==> config.mk <==
export PLATFORM = sky130hd
export DESIGN_NAME = dcache_flat
export DESIGN_NICKNAME = d
export VERILOG_FILES = /design/src/cpu_types_pkg.sv /design/src/caches_if.sv /design/src/datapath_cache_if.sv /design/src/dcache.sv /design/src/flat_wrapper.sv
export SDC_FILE = /design/constraint.sdc
export NUM_CORES = 2
export LEC_CHECK = 0
export BUFFER_PORTS_ARGS = -buffer_cell sky130_fd_sc_hd__buf_2
export CORE_ASPECT_RATIO = 1.4
export CORE_UTILIZATION = 31
export DETAILED_ROUTE_END_ITERATION = 10
export PLACE_DENSITY = 0.43
export RECOVER_POWER = 25
export SETUP_SLACK_MARGIN = 0.5
export SLEW_MARGIN = 10
export SYNTH_ARGS = -nofsm -noshare
export SYNTH_HDL_FRONTEND = slang
export SYNTH_SLANG_ARGS = --single-unit
==> constraint.sdc <==
create_clock -name CLK -period 4.45 [get_ports CLK]
set_clock_uncertainty 0.05 [all_clocks]
set_input_delay 0 -clock CLK [delete_from_list [all_inputs] [get_ports CLK]]
set_output_delay 0 -clock CLK [all_outputs]
set_load 0.01 [all_outputs]
==> src/cpu_types_pkg.sv <==
// Word and data address types for a 32-bit CPU with 8 sets of two-word blocks and byte offsets ignored
package cpu_types_pkg;

  parameter int WORD_W = 32;
  parameter int DTAG_W = 26;  // Address bits above index and block offset
  parameter int DIDX_W = 3;   // 8 sets

  typedef logic [WORD_W-1:0] word_t;

  // Field view of a data address
  typedef struct packed {
    logic [DTAG_W-1:0] tag;
    logic [DIDX_W-1:0] idx;
    logic              blkoff;  // Word within the block
    logic [1:0]        bytoff;
  } dcache_fields_t;

  // One address word seen either raw or split into cache fields
  typedef union packed {
    word_t          addr;
    dcache_fields_t f;
  } dcachef_t;

endpackage

==> src/caches_if.sv <==
// Cache to memory word bus where a request and its address are held until a cycle with d_wait low
interface caches_if;
  import cpu_types_pkg::*;

  logic  d_ren;
  logic  d_wen;
  word_t d_addr;
  word_t d_store;
  word_t d_load;
  logic  d_wait;

  modport dcache (
    output d_ren, d_wen, d_addr, d_store,
    input  d_load, d_wait
  );

  modport ram (
    input  d_ren, d_wen, d_addr, d_store,
    output d_load, d_wait
  );

endinterface

==> src/datapath_cache_if.sv <==
// Datapath to data cache link where requests are held until dhit and halt stays high until reset
interface datapath_cache_if;
  import cpu_types_pkg::*;

  logic  dmem_ren;
  logic  dmem_wen;
  word_t dmem_addr;
  word_t dmem_store;
  word_t dmem_load;
  logic  dhit;     // One-cycle pulse that ends an access
  logic  halt;
  logic  flushed;  // All dirty blocks written back

  modport dcache (
    input  dmem_ren, dmem_wen, dmem_addr, dmem_store, halt,
    output dmem_load, dhit, flushed
  );

  modport datapath (
    output dmem_ren, dmem_wen, dmem_addr, dmem_store, halt,
    input  dmem_load, dhit, flushed
  );

endinterface

==> src/dcache.sv <==
// Two-way write-back data cache with 8 sets of two words that expects requests held until dhit
module dcache (
  input  logic                 CLK,
  input  logic                 nRST,
  datapath_cache_if.dcache     dcif,
  caches_if.dcache             cif,
  output cpu_types_pkg::word_t hit_count,
  output cpu_types_pkg::word_t miss_count
);
  import cpu_types_pkg::*;

  localparam int NSETS = 2 ** DIDX_W;

  typedef enum logic [3:0] {
    IDLE,
    WB0, WB1,      // Write back the victim
    LOAD0, LOAD1,  // Fetch both words on a read miss
    ALLOC, FILL,   // Write miss takes the tag then fetches the other word
    FLUSH, FWB0, FWB1,
    DONE
  } state_t;

  state_t state, nxt_state;
  logic [DIDX_W:0] fcnt, nxt_fcnt;  // Flush position as {way, set}

  logic [DTAG_W-1:0]       tag_q [2][NSETS];
  word_t                   data_q [2][NSETS][2];
  logic [1:0][NSETS-1:0]   valid_q;
  logic [1:0][NSETS-1:0]   dirty_q;
  logic [NSETS-1:0]        lru_q;  // Way to replace next

  dcachef_t          query;
  dcachef_t          mem_addr;
  logic [DIDX_W-1:0] idx;
  logic              rd, wr;
  logic              hit0, hit1, hit, hit_way, victim;
  logic              miss;
  logic              data_we, data_way, data_blk;
  word_t             data_wd;
  logic              tag_we;
  logic              sel_way, sel_blk, sel_own;
  logic [DIDX_W-1:0] sel_set;

  assign query.addr = dcif.dmem_addr;
  assign idx        = query.f.idx;
  assign rd         = dcif.dmem_ren;
  assign wr         = dcif.dmem_wen & ~dcif.dmem_ren;  // Read wins if both are raised

  assign hit0    = valid_q[0][idx] && (tag_q[0][idx] == query.f.tag);
  assign hit1    = valid_q[1][idx] && (tag_q[1][idx] == query.f.tag);
  assign hit     = hit0 | hit1;
  assign hit_way = hit1;
  assign victim  = lru_q[idx];

  assign dcif.dmem_load = data_q[hit_way][idx][query.f.blkoff];

  // Bus address of the selected block word
  always_comb begin
    mem_addr.f.tag    = sel_own ? query.f.tag : tag_q[sel_way][sel_set];
    mem_addr.f.idx    = sel_set;
    mem_addr.f.blkoff = sel_blk;
    mem_addr.f.bytoff = '0;
  end

  assign cif.d_addr  = mem_addr.addr;
  assign cif.d_store = data_q[sel_way][sel_set][sel_blk];

  always_comb begin
    nxt_state    = state;
    nxt_fcnt     = fcnt;
    dcif.dhit    = 1'b0;
    dcif.flushed = 1'b0;
    cif.d_ren    = 1'b0;
    cif.d_wen    = 1'b0;
    sel_way      = victim;
    sel_set      = idx;
    sel_blk      = 1'b0;
    sel_own      = 1'b1;
    data_we      = 1'b0;
    data_way     = victim;
    data_blk     = query.f.blkoff;
    data_wd      = cif.d_load;
    tag_we       = 1'b0;
    miss         = 1'b0;

    case (state)
      IDLE: begin
        if (rd || wr) begin
          if (hit) begin
            dcif.dhit = 1'b1;
            data_we   = wr;  // Store lands in the hit way
            data_way  = hit_way;
            data_wd   = dcif.dmem_store;
          end else begin
            miss = 1'b1;
            if (dirty_q[victim][idx]) begin
              nxt_state = WB0;
            end else begin
              nxt_state = rd ? LOAD0 : ALLOC;
            end
          end
        end else if (dcif.halt) begin
          nxt_state = FLUSH;
        end
      end

      WB0, WB1: begin
        cif.d_wen = 1'b1;
        sel_own   = 1'b0;
        sel_blk   = (state == WB1);
        if (!cif.d_wait) begin
          if (state == WB0) begin
            nxt_state = WB1;
          end else begin
            nxt_state = rd ? LOAD0 : ALLOC;
          end
        end
      end

      LOAD0, LOAD1: begin
        cif.d_ren = 1'b1;
        sel_blk   = (state == LOAD1);
        if (!cif.d_wait) begin
          data_we   = 1'b1;
          data_blk  = sel_blk;
          tag_we    = (state == LOAD1);  // Block becomes valid with its last word
          nxt_state = (state == LOAD0) ? LOAD1 : IDLE;
        end
      end

      ALLOC: begin
        tag_we    = 1'b1;
        nxt_state = FILL;
      end

      FILL: begin
        cif.d_ren = 1'b1;
        sel_blk   = ~query.f.blkoff;  // Only the word not being written
        if (!cif.d_wait) begin
          data_we   = 1'b1;
          data_blk  = sel_blk;
          nxt_state = IDLE;  // Write then hits
        end
      end

      FLUSH: begin
        sel_own = 1'b0;
        sel_way = fcnt[DIDX_W];
        sel_set = fcnt[DIDX_W-1:0];
        if (dirty_q[sel_way][sel_set]) begin
          nxt_state = FWB0;
        end else if (&fcnt) begin
          nxt_state = DONE;
        end else begin
          nxt_fcnt = fcnt + 1'b1;
        end
      end

      FWB0, FWB1: begin
        cif.d_wen = 1'b1;
        sel_own   = 1'b0;
        sel_way   = fcnt[DIDX_W];
        sel_set   = fcnt[DIDX_W-1:0];
        sel_blk   = (state == FWB1);
        if (!cif.d_wait) begin
          if (state == FWB0) begin
            nxt_state = FWB1;
          end else if (&fcnt) begin
            nxt_state = DONE;
          end else begin
            nxt_state = FLUSH;
            nxt_fcnt  = fcnt + 1'b1;
          end
        end
      end

      DONE: dcif.flushed = 1'b1;  // Held until reset

      default: nxt_state = IDLE;
    endcase
  end

  always_ff @(posedge CLK) begin
    if (data_we) data_q[data_way][idx][data_blk] <= data_wd;
    if (tag_we) tag_q[victim][idx] <= query.f.tag;
  end

  always_ff @(posedge CLK, negedge nRST) begin
    if (!nRST) begin
      state      <= IDLE;
      fcnt       <= '0;
      valid_q    <= '0;
      dirty_q    <= '0;
      lru_q      <= '0;
      hit_count  <= '0;
      miss_count <= '0;
    end else begin
      state <= nxt_state;
      fcnt  <= nxt_fcnt;
      if (tag_we) begin
        valid_q[victim][idx] <= 1'b1;
        dirty_q[victim][idx] <= 1'b0;
      end
      if (dcif.dhit) begin
        lru_q[idx] <= ~hit_way;  // Other way is now least recent
        if (wr) dirty_q[hit_way][idx] <= 1'b1;
      end
      // Counters freeze once the program has halted
      if (!dcif.halt) begin
        if (dcif.dhit) hit_count <= hit_count + 1'b1;
        if (miss) miss_count <= miss_count + 1'b1;
      end
    end
  end

endmodule

==> src/flat_wrapper.sv <==
// flat-port wrapper written by rule: the top's interface ports become plain ports
module dcache_flat import cpu_types_pkg::*;
  (CLK, nRST, hit_count, miss_count, dcif_dmem_ren, dcif_dmem_wen, dcif_dmem_addr, dcif_dmem_store, dcif_halt, dcif_dmem_load, dcif_dhit, dcif_flushed, cif_d_ren, cif_d_wen, cif_d_addr, cif_d_store, cif_d_load, cif_d_wait);
  datapath_cache_if dcif_i ();
  caches_if cif_i ();
  input  logic CLK;
  input  logic nRST;
  output cpu_types_pkg::word_t hit_count;
  output cpu_types_pkg::word_t miss_count;
  input wire logic [$bits(dcif_i.dmem_ren)-1:0] dcif_dmem_ren;
  input wire logic [$bits(dcif_i.dmem_wen)-1:0] dcif_dmem_wen;
  input wire logic [$bits(dcif_i.dmem_addr)-1:0] dcif_dmem_addr;
  input wire logic [$bits(dcif_i.dmem_store)-1:0] dcif_dmem_store;
  input wire logic [$bits(dcif_i.halt)-1:0] dcif_halt;
  output wire logic [$bits(dcif_i.dmem_load)-1:0] dcif_dmem_load;
  output wire logic [$bits(dcif_i.dhit)-1:0] dcif_dhit;
  output wire logic [$bits(dcif_i.flushed)-1:0] dcif_flushed;
  output wire logic [$bits(cif_i.d_ren)-1:0] cif_d_ren;
  output wire logic [$bits(cif_i.d_wen)-1:0] cif_d_wen;
  output wire logic [$bits(cif_i.d_addr)-1:0] cif_d_addr;
  output wire logic [$bits(cif_i.d_store)-1:0] cif_d_store;
  input wire logic [$bits(cif_i.d_load)-1:0] cif_d_load;
  input wire logic [$bits(cif_i.d_wait)-1:0] cif_d_wait;
  assign dcif_i.dmem_ren = dcif_dmem_ren;
  assign dcif_i.dmem_wen = dcif_dmem_wen;
  assign dcif_i.dmem_addr = dcif_dmem_addr;
  assign dcif_i.dmem_store = dcif_dmem_store;
  assign dcif_i.halt = dcif_halt;
  assign dcif_dmem_load = dcif_i.dmem_load;
  assign dcif_dhit = dcif_i.dhit;
  assign dcif_flushed = dcif_i.flushed;
  assign cif_d_ren = cif_i.d_ren;
  assign cif_d_wen = cif_i.d_wen;
  assign cif_d_addr = cif_i.d_addr;
  assign cif_d_store = cif_i.d_store;
  assign cif_i.d_load = cif_d_load;
  assign cif_i.d_wait = cif_d_wait;
  dcache u_core (.CLK(CLK), .nRST(nRST), .dcif(dcif_i), .cif(cif_i), .hit_count(hit_count), .miss_count(miss_count));
endmodule
==> reports/qor.csv <==
stage,metric,value,unit
layout,n_fill_cell,22695,
global_routing,antenna_found_initial,8,
sta,min_period_over_period,116,%
floorplanning,row_count,213,
outcome,outcome,"finished, violations left",
sta,worstMarginPinSlew,1270,ps
place,port_buffers,261,
clock_network,root_buffer,clkbuf_16,
sta,hold_viol_final,0,
floorplanning,io_pins,266,
clock_network,cts_buffers,175,
drt,drtPass1Iterations,6,
yosys,yosysWarnings,0,
sta,rsz0062_at_grt,true,
outcome,failed_checks,setup timing,
drt,drtIter0Drc,5289,
sta,fin_ws,-690,ps
drt,vias,57085,
drt,drt-total-wl,311000,um
power_and_ir_drop,cellLeakagePower,36.0,nW
layout,nets,6946,
global_routing,overflow,0,
critical_path,crit_path_end_kind,primary output,
global_routing,use_met3,2.77,%
drt,ant_nets,0,
layout,seq_area,0.0460,mm2
yosys,async_reset_ff_share,7.22,%
global_routing,grt_first_pass_wirelength,432000,um
layout,area_growth,27.2,%
yosys,synthesis.area,0.0751,mm2
layout,layout-drive-gt1-share,23.9,%
floorplanning,core_area,0.241,mm2
yosys,synth_ff_type,edfxtp_1,
critical_path,crit_type,register to primary output,
global_routing,use_met2,43.9,%
sta,period_needed,5140,ps
yosys,synthMuxAreaShare,11.4,%
critical_path,cp-startpoint,u_core.tag_q[1][17],
global_routing,use_met1,30.2,%
floorplanning,start_util,31.2,%
place,post-place-cells,9707,
floorplanning,die_w,418,um
clock_network,path_clk_slew,60,ps
clock_network,clock_latency,860,ps
sta,fmax,0.195,GHz
sta,holdWs,109,ps
power_and_ir_drop,irDropWorstVdd,0.377,mV
place,dp_hpwl,195000,um
clock_network,clkSinkCount,1552,
sta,setup_viol,1835,
global_routing,grt_usage,24.7,%
critical_path,critPathLaunchType,register,
worst_hold_path,holdCritStartpoint,dcif_halt,
clock_network,clock_path_buffers,4,
layout,mostFrequentLayoutCell,nand2_1,
sta,finalSetupTns,-174240,ps
floorplanning,dieHeight,584,um
critical_path,worstPathRequired,4400,ps
global_routing,grt_max_degree,90,
yosys,yosys.area_share.xor_xnor,1.21,%
place,gp_congestion,0.840,
yosys,synth_cells,6102,
worst_hold_path,hp-class,primary input to register,
critical_path,r2r_start,u_core.tag_q[1][17],
critical_path,cp.arrival,5090,ps
global_routing,grt_pass1_vias,57010,
clock_network,cts_tree,yes,
sta,drv_slew,0,
layout,multi_input_area,0.0284,mm2
yosys,synth-simple-area-share,14.1,%
yosys,synth_cell_types,77,
power_and_ir_drop,power.total,48.0,mW
yosys,synth-seq-cells,1552,
floorplanning,dieArea,0.244,mm2
yosys,synth_compound_area_share,8.84,%
drt,wire_per_inst,30.4,um
drt,drt-vias-per-instance,5.59,
yosys,synth_top_family_by_area,simple AND/OR/NAND/NOR gates,
clock_network,htreeDepth,4,
yosys,synth.avg_cell_area,12.3,um2
power_and_ir_drop,power.density,502,mW/mm2
yosys,synth-edff-count,1440,
layout,layout.cells.non_filler,10204,
critical_path,critPathMaxFanout,7,
drt,drc,0,
yosys,synthAdderAreaFrac,0.0500,%
run,max-cap-violations,0,
yosys,yosysSeqAreaShare,61.3,%
sta,slew_headroom,14.3,%
global_routing,busiest_layer,met2,
layout,layout_common_cells,"nand2_1, edfxtp_1, nand3_1",
[cells in the mapped netlist, types with 28 or more instances]
master | instances | area share, %
a31oi_1 | 121 | 1.0
dfrtp_1 | 112 | 3.7
mux4_2 | 195 | 5.8
mux2i_1 | 343 | 4.6
o22ai_1 | 135 | 1.1
edfxtp_1 | 1440 | 58
xnor2_1 | 66 | 0.77
nand3_1 | 408 | 2.7
nor4_1 | 41 | 0.34
buf_2 | 105 | 0.70
and3_1 | 200 | 1.7
a21o_1 | 59 | 0.59
inv_1 | 28 | 0.14
a22oi_1 | 52 | 0.52
a22o_1 | 33 | 0.38
a21oi_1 | 58 | 0.39
mux2_2 | 32 | 0.48
clkbuf_1 | 329 | 1.6
xor2_1 | 38 | 0.44
nor2_1 | 138 | 0.69
a211oi_1 | 67 | 0.67
nand2_1 | 1491 | 7.5
a311oi_1 | 270 | 3.1
mux2_1 | 34 | 0.51
[registers in the layout (all words and copies together), names as in the netlist]
signal	cells
u_core.fcnt	4
u_core.tag_q	416
u_core.valid_q	16
u_core.data_q	1024
u_core.hit_count	32
u_core.state	4
u_core.dirty_q	16
u_core.miss_count	32
u_core.lru_q	8
[worst max-delay path: stages (launching register included)]
cell and delay [ps]:
edfxtp_1 400, mux4_2 520, mux2i_4 190, xnor2_2 130
or3_4 360, a2111oi_4 280, nand4_1 150, buf_6 150
buf_12 140, buf_16 160, buf_4 150, buf_12 130
mux4_2 430, a22o_1 270, nor4_2 170, a31oi_2 130
buf_4 270, buf_2 140
[worst paths after layout]
check	endpoint	depth (start not counted)	slack, ps
hold reg to reg	u_core.miss_count[31]	1	410
hold / removal	u_core.hit_count[2]	5	110
min in group asynchronous	u_core.valid_q[10]	4	330
setup / recovery	dcif_dmem_load[25]	17	-690
max in group asynchronous	u_core.dirty_q[9]	4	3580
setup reg to reg	u_core.data_q[0][274]	19	-210
[per-stage QoR]
step / area, um2 / utilization (%) / worst slack [ps]
final: 95500 / 39.7 / -690
after global routing: 95500 / 39.7 / -728
after CTS: 94600 / 39.3 / -682
after detailed placement: 86300 / 35.9 / -918
after global placement: 86300 / 35.9 / -1210
after floorplan: 75500 / - / 501
[repair_timing]
item                                    4_1_cts  5_1_grt
buffers inserted                             39       32
gates cloned                                  5        7
hold buffers                                 99        0
pin swaps                                    47       31
endpoints found under the setup margin     2146     2220
resized for setup                           238      135
hold endpoints to repair                   1639        0
[cell type report]
| cell class | instances | share of cell area, % |
|---|---|---|
| Inverter | 30 | 0.131 |
| Clock inverter | 102 | 0.991 |
| Clock buffer | 210 | 4.89 |
| Sequential cell | 1552 | 48.2 |
| Antenna cell | 3 | 0.00786 |
| Tap cell | 3225 | 4.22 |
| Timing Repair Buffer | 1052 | 11.8 |
| Multi-Input combinational cell | 4030 | 29.7 |
[logic make-up after synthesis]
family                   count (synthesis)
other                                    1
buffers and inverters                  521
AO/OA/AOI/OAI                          902
adder cells (fa/ha/maj)                  3
XOR/XNOR                               104
multiplexers                           605
flip-flops                            1552
AND/OR/NAND/NOR                       2414
[per-layer routing]
metal,wire length (um),share of wire (%)
met1,122000,39
met2,159000,51
met3,15800,5.1
met4,13100,4.2
met5,8,0.0026
[report_power, final]
| part | switching (mW) | total (mW) | internal, mW |
|---|---|---|---|
| Combinational | 11.0 | 16.9 | 5.88 |
| Clock | 6.26 | 14.6 | 8.36 |
| Sequential | 0.214 | 16.5 | 16.3 |
| Total | 17.5 | 48.0 | 30.5 |
(Power assumes the default switching activity.)
